==> config.mk <==
export PLATFORM = sky130hd
export DESIGN_NAME = ic_ram_top
export DESIGN_NICKNAME = d
export VERILOG_FILES = /design/src/ic_cfg_pkg.sv /design/src/ic_op_pkg.sv /design/src/ic_req_decode.sv /design/src/ic_way_bank.sv /design/src/ic_hit_select.sv /design/src/ic_ram_top.sv
export SDC_FILE = /design/constraint.sdc
export NUM_CORES = 2
export LEC_CHECK = 0
export BUFFER_PORTS_ARGS = -buffer_cell sky130_fd_sc_hd__buf_2
export CAP_MARGIN = 15
export CELL_PAD_IN_SITES_DETAIL_PLACEMENT = 1
export CELL_PAD_IN_SITES_GLOBAL_PLACEMENT = 1
export CORE_MARGIN = 4
export CORE_UTILIZATION = 50
export DETAILED_ROUTE_END_ITERATION = 12
export HOLD_SLACK_MARGIN = 0.08
export PLACE_DENSITY = 0.68
export SYNTH_ARGS = -nofsm -noshare
export SYNTH_HDL_FRONTEND = slang
export SYNTH_SLANG_ARGS = --single-unit
==> constraint.sdc <==
create_clock -name clk_i -period 5.7 [get_ports clk_i]
set_input_delay 0.57 -clock clk_i [delete_from_list [all_inputs] [get_ports clk_i]]
set_output_delay 0.57 -clock clk_i [all_outputs]
set_load 0.1 [all_outputs]
==> src/ic_cfg_pkg.sv <==
// Instruction cache geometry shared by every RTL block.
// Address layout from low to high is byte offset, line index, tag.

package ic_cfg_pkg;

  // Cache shape
  localparam int unsigned NumWays     = 4;
  localparam int unsigned NumLines    = 16;

  // Request address fields
  localparam int unsigned AddrWidth   = 16;
  localparam int unsigned OffsetWidth = 2;
  localparam int unsigned IndexWidth  = $clog2(NumLines);
  localparam int unsigned TagWidth    = AddrWidth - IndexWidth - OffsetWidth;

  // One line holds a single word
  localparam int unsigned DataWidth   = 32;

  typedef logic [IndexWidth-1:0] ic_index_t;
  typedef logic [TagWidth-1:0]   ic_tag_t;
  typedef logic [DataWidth-1:0]  ic_data_t;
  typedef logic [NumWays-1:0]    ic_way_mask_t;

endpackage

==> src/ic_op_pkg.sv <==
// Request opcodes for the instruction cache storage.
// Driven with op_i alongside the req_i strobe.

package ic_op_pkg;

  typedef enum logic [1:0] {
    OP_LOOKUP = 2'd0,
    OP_FILL   = 2'd1,
    OP_INVAL  = 2'd2,
    // Reserved, ignored by the decoder
    OP_NONE   = 2'd3
  } ic_op_e;

endpackage

==> src/ic_req_decode.sv <==
// Request decoder for the cache storage.
// Turns a strobed request into bank controls, keeps the round-robin
// victim pointer and stages the lookup tag for the hit compare.

`timescale 1ns/10ps

module ic_req_decode (
  input  logic                                clk_i,
  input  logic                                rst_ni,
  input  logic                                req_i,
  input  ic_op_pkg::ic_op_e                   op_i,
  input  logic [ic_cfg_pkg::AddrWidth-1:0]    addr_i,
  input  ic_cfg_pkg::ic_data_t                fill_data_i,
  output ic_cfg_pkg::ic_index_t               bank_index_o,
  output ic_cfg_pkg::ic_tag_t                 bank_wtag_o,
  output ic_cfg_pkg::ic_data_t                bank_wdata_o,
  output ic_cfg_pkg::ic_way_mask_t            bank_we_o,
  output logic                                bank_read_o,
  output logic                                bank_inval_o,
  output logic                                lookup_pending_o,
  output ic_cfg_pkg::ic_tag_t                 lookup_tag_o
);

  import ic_cfg_pkg::*;
  import ic_op_pkg::*;

  logic         fill_req;
  ic_tag_t      req_tag;
  // One-hot victim way, rotates on every fill
  ic_way_mask_t victim_q;
  logic         pending_q;
  ic_tag_t      tag_q;

  //////////////////////////////////////////////////
  // Address split and bank controls
  //////////////////////////////////////////////////

  assign req_tag      = addr_i[AddrWidth-1 -: TagWidth];
  assign bank_index_o = addr_i[OffsetWidth +: IndexWidth];
  assign bank_wtag_o  = req_tag;
  assign bank_wdata_o = fill_data_i;

  assign fill_req     = req_i && (op_i == OP_FILL);
  assign bank_we_o    = fill_req ? victim_q : '0;
  assign bank_read_o  = req_i && (op_i == OP_LOOKUP);
  assign bank_inval_o = req_i && (op_i == OP_INVAL);

  //////////////////////////////////////////////////
  // Replacement pointer
  //////////////////////////////////////////////////

  always_ff @(posedge clk_i or negedge rst_ni) begin
    if (!rst_ni) begin
      victim_q <= ic_way_mask_t'(1);
    end else if (fill_req) begin
      victim_q <= {victim_q[NumWays-2:0], victim_q[NumWays-1]};
    end
  end

  // Lookup stage register
  always_ff @(posedge clk_i or negedge rst_ni) begin
    if (!rst_ni) begin
      pending_q <= 1'b0;
    end else begin
      pending_q <= bank_read_o;
    end
  end

  always_ff @(posedge clk_i) begin
    if (bank_read_o) begin
      tag_q <= req_tag;
    end
  end

  assign lookup_pending_o = pending_q;
  assign lookup_tag_o     = tag_q;

  // Only one bank may be written per fill
  we_onehot_a: assert property (@(posedge clk_i) disable iff (!rst_ni)
    $onehot0(bank_we_o));

endmodule

==> src/ic_way_bank.sv <==
// Storage for one cache way: valid bits, tag array and data array.
// Writes and reads are synchronous, the read result is registered.

`timescale 1ns/10ps

module ic_way_bank (
  input  logic                   clk_i,
  input  logic                   rst_ni,
  input  ic_cfg_pkg::ic_index_t  index_i,
  input  ic_cfg_pkg::ic_tag_t    wtag_i,
  input  ic_cfg_pkg::ic_data_t   wdata_i,
  input  logic                   we_i,
  input  logic                   read_i,
  input  logic                   inval_i,
  output logic                   rd_valid_o,
  output ic_cfg_pkg::ic_tag_t    rd_tag_o,
  output ic_cfg_pkg::ic_data_t   rd_data_o
);

  import ic_cfg_pkg::*;

  logic [NumLines-1:0] valid_q;
  ic_tag_t             tag_mem  [NumLines];
  ic_data_t            data_mem [NumLines];
  logic                rd_valid_q;
  ic_tag_t             rd_tag_q;
  ic_data_t            rd_data_q;

  //////////////////////////////////////////////////
  // Valid bits
  //////////////////////////////////////////////////

  always_ff @(posedge clk_i or negedge rst_ni) begin
    if (!rst_ni) begin
      valid_q <= '0;
    end else if (inval_i) begin
      valid_q <= '0;
    end else if (we_i) begin
      valid_q[index_i] <= 1'b1;
    end
  end

  // Tag and data arrays
  always_ff @(posedge clk_i) begin
    if (we_i) begin
      tag_mem[index_i]  <= wtag_i;
      data_mem[index_i] <= wdata_i;
    end
  end

  //////////////////////////////////////////////////
  // Read port
  //////////////////////////////////////////////////

  always_ff @(posedge clk_i or negedge rst_ni) begin
    if (!rst_ni) begin
      rd_valid_q <= 1'b0;
    end else if (read_i) begin
      rd_valid_q <= valid_q[index_i];
    end
  end

  always_ff @(posedge clk_i) begin
    if (read_i) begin
      rd_tag_q  <= tag_mem[index_i];
      rd_data_q <= data_mem[index_i];
    end
  end

  assign rd_valid_o = rd_valid_q;
  assign rd_tag_o   = rd_tag_q;
  assign rd_data_o  = rd_data_q;

  // Decoder never issues a fill and a lookup together
  no_wr_rd_a: assert property (@(posedge clk_i) disable iff (!rst_ni)
    !(we_i && read_i));

endmodule

==> src/ic_hit_select.sv <==
// Hit stage of the cache storage.
// Compares the staged lookup tag against every way, picks the data of
// the lowest hitting way and flags a multi-way hit as a major alert.

`timescale 1ns/10ps

module ic_hit_select (
  input  logic                      clk_i,
  input  logic                      rst_ni,
  input  logic                      lookup_pending_i,
  input  ic_cfg_pkg::ic_tag_t       lookup_tag_i,
  input  ic_cfg_pkg::ic_way_mask_t  way_valid_i,
  input  ic_cfg_pkg::ic_tag_t       way_tag_i  [ic_cfg_pkg::NumWays],
  input  ic_cfg_pkg::ic_data_t      way_data_i [ic_cfg_pkg::NumWays],
  output logic                      rsp_valid_o,
  output logic                      rsp_hit_o,
  output ic_cfg_pkg::ic_data_t      rsp_data_o,
  output logic                      alert_major_o
);

  import ic_cfg_pkg::*;

  ic_way_mask_t hit_mask;
  logic         any_hit;
  logic         multi_hit;
  ic_data_t     hit_data;

  logic         rsp_valid_q;
  logic         rsp_hit_q;
  ic_data_t     rsp_data_q;
  logic         alert_q;

  //////////////////////////////////////////////////
  // Tag compare
  //////////////////////////////////////////////////

  always_comb begin
    for (int w = 0; w < NumWays; w++) begin
      hit_mask[w] = lookup_pending_i && way_valid_i[w] && (way_tag_i[w] == lookup_tag_i);
    end
  end

  assign any_hit   = |hit_mask;
  // More than one bit set
  assign multi_hit = |(hit_mask & (hit_mask - ic_way_mask_t'(1)));

  // Lowest hitting way wins and a miss gives zero
  always_comb begin
    hit_data = '0;
    for (int w = NumWays - 1; w >= 0; w--) begin
      if (hit_mask[w]) begin
        hit_data = way_data_i[w];
      end
    end
  end

  //////////////////////////////////////////////////
  // Response registers
  //////////////////////////////////////////////////

  always_ff @(posedge clk_i or negedge rst_ni) begin
    if (!rst_ni) begin
      rsp_valid_q <= 1'b0;
      rsp_hit_q   <= 1'b0;
      alert_q     <= 1'b0;
    end else begin
      rsp_valid_q <= lookup_pending_i;
      rsp_hit_q   <= any_hit;
      alert_q     <= multi_hit;
    end
  end

  always_ff @(posedge clk_i) begin
    rsp_data_q <= hit_data;
  end

  assign rsp_valid_o   = rsp_valid_q;
  assign rsp_hit_o     = rsp_hit_q;
  assign rsp_data_o    = rsp_data_q;
  assign alert_major_o = alert_q;

endmodule

==> src/ic_ram_top.sv <==
// Top of the instruction cache storage.
// Request decoder feeds one bank per way, the hit selector merges
// the bank outputs into a single response two cycles after a lookup.

`timescale 1ns/10ps

module ic_ram_top (
  input  logic                              clk_i,
  input  logic                              rst_ni,
  input  logic                              req_i,
  input  ic_op_pkg::ic_op_e                 op_i,
  input  logic [ic_cfg_pkg::AddrWidth-1:0]  addr_i,
  input  ic_cfg_pkg::ic_data_t              fill_data_i,
  output logic                              rsp_valid_o,
  output logic                              rsp_hit_o,
  output ic_cfg_pkg::ic_data_t              rsp_data_o,
  output logic                              alert_major_o
);

  import ic_cfg_pkg::*;

  // Decoder to banks
  ic_index_t    bank_index;
  ic_tag_t      bank_wtag;
  ic_data_t     bank_wdata;
  ic_way_mask_t bank_we;
  logic         bank_read;
  logic         bank_inval;
  // Lookup stage
  logic         lookup_pending;
  ic_tag_t      lookup_tag;
  // Banks to hit selector
  ic_way_mask_t way_valid;
  ic_tag_t      way_tag  [NumWays];
  ic_data_t     way_data [NumWays];

  ic_req_decode u_req_decode (
    .clk_i            (clk_i),
    .rst_ni           (rst_ni),
    .req_i            (req_i),
    .op_i             (op_i),
    .addr_i           (addr_i),
    .fill_data_i      (fill_data_i),
    .bank_index_o     (bank_index),
    .bank_wtag_o      (bank_wtag),
    .bank_wdata_o     (bank_wdata),
    .bank_we_o        (bank_we),
    .bank_read_o      (bank_read),
    .bank_inval_o     (bank_inval),
    .lookup_pending_o (lookup_pending),
    .lookup_tag_o     (lookup_tag)
  );

  //////////////////////////////////////////////////
  // Per-way storage
  //////////////////////////////////////////////////

  for (genvar w = 0; w < NumWays; w++) begin : gen_ways
    ic_way_bank u_bank (
      .clk_i      (clk_i),
      .rst_ni     (rst_ni),
      .index_i    (bank_index),
      .wtag_i     (bank_wtag),
      .wdata_i    (bank_wdata),
      .we_i       (bank_we[w]),
      .read_i     (bank_read),
      .inval_i    (bank_inval),
      .rd_valid_o (way_valid[w]),
      .rd_tag_o   (way_tag[w]),
      .rd_data_o  (way_data[w])
    );
  end

  ic_hit_select u_hit_select (
    .clk_i            (clk_i),
    .rst_ni           (rst_ni),
    .lookup_pending_i (lookup_pending),
    .lookup_tag_i     (lookup_tag),
    .way_valid_i      (way_valid),
    .way_tag_i        (way_tag),
    .way_data_i       (way_data),
    .rsp_valid_o      (rsp_valid_o),
    .rsp_hit_o        (rsp_hit_o),
    .rsp_data_o       (rsp_data_o),
    .alert_major_o    (alert_major_o)
  );

endmodule

== Word level (Yosys, flattened, before mapping) ==
Memories as Yosys holds them, arrays and structs flattened. A register that Yosys moved wholly into a read port is not among the register bits.
Index checks and enable logic that the tools add are counted.

* ROM bits: 0
* Output and inout bits: 35
* Bits in latches: 0
* Input bits: 53
* Register bits: 118
* Memory bits (writable): 2688
* Memories kept: 8

{| class="wikitable"
|+ Memory list
! name !! depth !! width !! read ports !! clocked after Yosys merged registers in !! wr ports !! line !! RTL
|-
| gen_ways[0].u_bank.data_mem || 16 || 32 || 1 || 1 || 1 || ic_way_bank.sv:24 || <nowiki>ic_data_t data_mem [NumLines];</nowiki>
|-
| gen_ways[1].u_bank.data_mem || 16 || 32 || 1 || 1 || 1 || ic_way_bank.sv:24 ||
|-
| gen_ways[2].u_bank.data_mem || 16 || 32 || 1 || 1 || 1 || ic_way_bank.sv:24 ||
|-
| gen_ways[3].u_bank.data_mem || 16 || 32 || 1 || 1 || 1 || ic_way_bank.sv:24 ||
|-
| gen_ways[0].u_bank.tag_mem || 16 || 10 || 1 || 1 || 1 || ic_way_bank.sv:23 || <nowiki>ic_tag_t tag_mem [NumLines];</nowiki>
|-
| gen_ways[1].u_bank.tag_mem || 16 || 10 || 1 || 1 || 1 || ic_way_bank.sv:23 ||
|-
| +2 memories || - || - || - || - || - || - ||
|}

* Bitwise operators: 5
* Equal/unequal tests: 6
* Multipliers: 0
* Reduce and logical (&&, ||, !) cells: 19
* Divide/modulo/power cells: 0
* Add/sub/neg operators: 1
* Muxes and demuxes: 31
* Shifts and indexed selects: 0
* $lt $le $gt $ge: 2

{| class="wikitable"
|+ Operators with widths
! kind !! number
|-
| 2-to-1 mux 16 bit || 8
|-
| 2-to-1 mux 32 bit || 4
|-
| OR 16 bit || 4
|-
| equality test 10 bit || 4
|-
| binary-select mux 1 bit (select 4 bit) || 4
|-
| 2-to-1 mux 1 bit || 13
|-
| logical AND 1 bit || 12
|-
| nonzero test 2 bit || 4
|-
| OR reduction 4 bit || 2
|-
| < comparator 4 x 5 -> 1 bit, second input constant || 1
|-
| bitwise AND 4 bit || 1
|-
| demux 1 bit (select 4 bit) || 1
|-
| greater-or-equal comparator 4 x 1 -> 1 bit, second input constant || 1
|-
| 2-to-1 mux 4 bit || 1
|-
| subtractor 4 x 1 -> 4 bit, second input constant || 1
|-
| equality test 2 x 1 -> 1 bit, second input constant || 1
|-
| equality test 2 bit, second input constant || 1
|-
| zero test 2 bit || 1
|}

== Longest topological paths before layout ==
* Depth after elaboration: 7
* Mapped depth: 7
* Gate-level depth less buffers: 5

== By module ==
Synthesis repeated with hierarchy kept, for this count alone.

* Cell total of the unflattened synthesis: 4688
* Area total of the unflattened synthesis: 112925.8 sq um

{| class="wikitable"
|+ Modules (own cells, without submodules)
! module !! area an instance (sq um) !! cells an instance !! times used
|-
| ic_way_bank at gen_ways[1].u_bank ... || 27350.0 || 1064 || 3
|-
| ic_way_bank at gen_ways[0].u_bank || 27356.2 || 1064 || 1
|-
| ic_hit_select || 2620.0 || 359 || 1
|-
| ic_req_decode || 899.6 || 73 || 1
|}

== Worst setup path before layout ==
OpenSTA, ideal clock, no wires.

* Kind: input to register
* Start: input op_i[1]
* End: register gen_ways[0].u_bank.rd_data_q[0] (read register of gen_ways[0].u_bank.data_mem) (enable)
* Arrival time: 4653 ps
* Buffers on the path: 1
* Setup time: 530 ps
* Stages on the path: 3
* Setup slack: 517 ps
* Cell sequence: or3b_2 -> clkbuf_1 -> inv_1

* Word-level cells in the longest chain between the ends: 2

{| class="wikitable"
|+ RTL lines
! what !! line !! RTL
|-
| from (decl) || ic_ram_top.sv:11 || <nowiki>input ic_op_pkg::ic_op_e op_i,</nowiki>
|-
| zero test 2 bit || ic_req_decode.sv:45 || <nowiki>assign bank_read_o = req_i && (op_i == OP_LOOKUP);</nowiki>
|-
| logical AND 1 bit || ic_req_decode.sv:45 ||
|-
| net bank_read || ic_ram_top.sv:27 || <nowiki>logic bank_read;</nowiki>
|-
| to (decl) || ic_way_bank.sv:27 || <nowiki>ic_data_t rd_data_q;</nowiki>
|}

The timed path passes the listed nets, and every way through them passes these cells.
A chain may end at the register's enable or synchronous reset.

== Final worst setup path ==
* Start: register u_req_decode.tag_q[5], in the netlist u_req_decode.lookup_tag_o[5]
* End: register u_hit_select.rsp_data_q[24], in the netlist u_hit_select.rsp_data_o[24]

* Word-level cells in the longest chain between the ends: 6
* Elaborated cells between the ends (all ways): 12
* Those cells by class: eq/ne (4); mux (4); reduce/logical (4)

{| class="wikitable"
|+ RTL lines
! what !! line !! RTL
|-
| from (decl) || ic_req_decode.sv:32 || <nowiki>ic_tag_t tag_q;</nowiki>
|-
| from (signal assigned) || ic_req_decode.sv:71 || <nowiki>tag_q <= req_tag;</nowiki>
|-
| equality test 10 bit || ic_hit_select.sv:39 || <nowiki>hit_mask[w] = lookup_pending_i && way_valid_i[w] && (way_tag_i[w] == lookup_tag_i);</nowiki>
|-
| logical AND 1 bit || ic_hit_select.sv:39 ||
|-
| 2-to-1 mux 32 bit (3 in series) || ic_hit_select.sv:51 || <nowiki>if (hit_mask[w]) begin</nowiki>
|-
| 2-to-1 mux 32 bit (*) || ic_hit_select.sv:51 ||
|-
| net u_hit_select.hit_data[24] || ic_hit_select.sv:26 || <nowiki>ic_data_t hit_data;</nowiki>
|-
| to (signal assigned) || ic_hit_select.sv:74 || <nowiki>rsp_data_q <= hit_data;</nowiki>
|-
| to (decl) || ic_hit_select.sv:30 || <nowiki>ic_data_t rsp_data_q;</nowiki>
|}

The timed path passes the listed nets; every way through them passes the cells marked *.

==> results.txt <==
FMAX: 273 MHz
Seq/Total Area, Yosys: 79.3%
Hold depth: 1
Leak: 39.8 nW
Hold Startpoint: addr_i[7]
Inserted Clock Buffers: 315
Setup violations, final: 0
Unrepaired setup endpoints after global routing: no
Synth Instances: 4546
Post-synth top area share: 77.0%
Worst Tran Pin Value: 1200 ps
Top post-synthesis cells by area: edfxtp_1 (77%), mux4_2 (17%), dfrtp_1 (1.7%)
Yosys reg bits: 2974
Fillers: 18100
Total wire length: 298000 microns
Status: completed
FF-to-FF End: u_hit_select.rsp_data_o[24]
Slew headroom: 20.1%
Hold WC Path Type: input pin to flip-flop
First-pass GRT wire length: 423000 microns
CP Max Fanout: 31
Most used flip-flop cell after synthesis: edfxtp_1
Max-cap viol count: 0
Async SR Flop Fraction: 2.56%
Layout area overhead: 13.9%
WS Path Type: flip-flop to flip-flop
Final hold slack: 121 ps
Power per cell area: 354 nW/um^2
Worst Hold Path EP: gen_ways[3].u_bank.tag_mem[10][1]
Post-cts hold buffer count: 4
Setup Buffers After CTS: 0
Clock sink count: 2974
Setup TNS: 0 ps
Share of layout cells above drive strength 1: 31.4%
Final worst path period share: 64.4%
Nets: 4934
Clock Latency Late Sink: 940 ps
Final core utilization: 57.3%
Yosys warns: 0
Crit. End Element: flip-flop
Final count of pins violating max slew: 0
Worst-path cell chain: xnor2_1 > nand4_1 > nor3_4 > buf_4 > o311a_1 > o21ai_1
Post-route ant nets: 0
Pin count of the biggest net entering global routing: 125
Startpoint types: flip-flop
1st-pass router iterations: 5
Die X: 481 microns
R2R Path Start: u_req_decode.lookup_tag_o[5]
IO Count: 88
Routed vias/inst: 6.45
Maximum VDD drop: 0.000305 V
DR top layer: met5
Hold Vio Cnt, Final: 0
Final Skew: 76.4 ps
Antenna violations before repair: 14
Core area: 222000 sq um
Met2 WL post-DR: 146000 microns
CP top delay family: simple AND/OR/NAND/NOR gates
Max stage delay on crit path: 820 ps
HPWL Detailed: 158000 microns
Clk buf depth: 4
WL/cell: 36.9 microns
# H-tree levels: 5
Die footprint: 231000 sq um
EDFF count, synth: 2866
Area leader, netlist: edfxtp_1
Initial Util: 50.3%
Synth Area per Inst: 24.6 sq um
Arrival @ worst endpoint: 4450 ps
Vias in the first global route: 54200
GRT Residual Overflow: 0
Metal3 WL: 23700 microns
Clock tree root driver cell: clkbuf_16
Gpl congestion: 0.767
GRT Overall Usage: 26.1%
Worst path bufs/invs: 1
Vias: 52200
Post-Syn Nets: 4599
Post-Synthesis Cell Area: 112000 sq um
Resized cells post-CTS: 0
Residual DRC: 0
Flop-to-flop setup slack: 2030 ps
Post-synth cell types: 41
Row Count: 173
Reg2Reg Depth: 6
Worst-path clk slew: 60 ps
Chip height: 481 microns
Slowest CP cell: nand4_1
1st-iter DRT viols: 6518
CTS tree: yes
Port Buffers: 85
Worst path required time: 6480 ps
Tmin final: 3670 ps
M1 wire length: 119000 microns
[metal layers]
metal,up-vias,global-route usage (%)
met4,6,7.75
met1,28800,37.4
met2,2572,41.8
li1,20200,-
met5,-,0
met3,523,4.70
[final cells by class]
type | instances | area, sq um | area share [%]
sequential | 2974 | 88600 | 69.6
multi-input combinational | 1297 | 22400 | 17.6
clock buffer | 400 | 8430 | 6.62
tap | 2975 | 3720 | 2.92
timing repair buffer | 259 | 2710 | 2.13
clock inverter | 142 | 1250 | 0.979
inverter | 34 | 135 | 0.106
antenna | 6 | 15.0 | 0.0118
[cells by family (layout without fill, tap and decap cells)]
logic type             Yosys count  count (layout)  synth area share, %
AO/OA/AOI/OAI                  175             175                 1.12
XOR/XNOR                        40              40                0.314
buffers and inverters          275             835                 1.07
flip-flops                    2974            2974                 79.3
multiplexers                   856             856                 17.3
other                            0               6                    0
AND/OR/NAND/NOR                226             226                0.938
[power by group]
| group | switching (mW) | internal, mW | leakage [nW] |
|---|---|---|---|
| registers | 0.0215 | 24.0 | 27.1 |
| clock network | 8.12 | 11.4 | 4.73 |
| logic | 0.915 | 0.679 | 7.97 |
| total | 9.06 | 36.0 | 39.8 |
[how the worst max path moves through the flow]
stage / cells past startpoint / slack [ps] / to / start
2_1_floorplan: 3 / 520 / gen_ways[0].u_bank.rd_data_o[0] / op_i[1]
3_3_place_gp: 5 / 1720 / gen_ways[1].u_bank.data_mem[11][7] / addr_i[5]
3_5_place_dp: 5 / 1710 / gen_ways[1].u_bank.data_mem[11][7] / addr_i[5]
4_1_cts: 6 / 2030 / u_hit_select.rsp_data_o[24] / u_req_decode.lookup_tag_o[5]
5_1_grt: 6 / 2110 / u_hit_select.rsp_data_o[24] / u_req_decode.lookup_tag_o[5]
6_report: 6 / 2030 / u_hit_select.rsp_data_o[24] / u_req_decode.lookup_tag_o[5]
[synth_stat cells (34+ instances only)]
master / instances
edfxtp_1: 2866
mux4_2: 856
buf_1: 52
o21a_1: 64
nand2_1: 96
dfrtp_1: 75
o21ai_0: 36
nor2_1: 67
or4_1: 34
clkbuf_1: 142
inv_1: 34
[sequential cells by signal, indices dropped and copies added, names as in the netlist, 4 cells and up]
| register | count |
|---|---|
| u_req_decode.victim_q | 4 |
| u_req_decode.lookup_tag_o | 10 |
| gen_ways.u_bank.rd_tag_o | 40 |
| gen_ways.u_bank.rd_data_o | 128 |
| gen_ways.u_bank.data_mem | 2048 |
| gen_ways.u_bank.valid_q | 64 |
| gen_ways.u_bank.tag_mem | 640 |
| u_hit_select.rsp_data_o | 32 |
| gen_ways.u_bank.rd_valid_o | 4 |
[cell usage in the layout, fill, tap and decap left out, types with 5 or more instances in the layout]
cell type and n:
edfxtp_1 2866, mux4_2 856, clkbuf_16 320, nand2_1 96
buf_4 90, buf_2 80, dfrtp_1 75, buf_12 69
clkbuf_1 68, nor2_4 64, o21a_1 64, clkinv_2 51
clkinv_1 50, o21ai_0 36, inv_1 33, or4_1 32
o311a_1 32, dfxtp_1 32, o21ai_1 29, xor2_1 28
bufinv_16 21, dlygate4sd3_1 14, xnor2_1 12, clkbuf_8 12
clkinvlp_4 11, diode_2 6, nand3_1 5
[worst register-to-register path, stage by stage (launching register included)]
cell and delay (ps):
edfxtp_1 530, xnor2_1 260, nand4_1 820, nor3_4 580
buf_4 640, o311a_1 560, o21ai_1 140
[metrics by stage]
stage                     std cells  total power, mW  worst slack [ps]  area (sq um)
after detailed placement       7507             26.1              1710        117000
final                          8087             45.1              2030        127000
after floorplan                4546             25.4               517        112000
after global placement         7507             26.0              1720        117000
after global routing           8083             46.5              2110        127000
after CTS                      8053             45.4              2030        127000
Power figures use the tool's default switching activity.
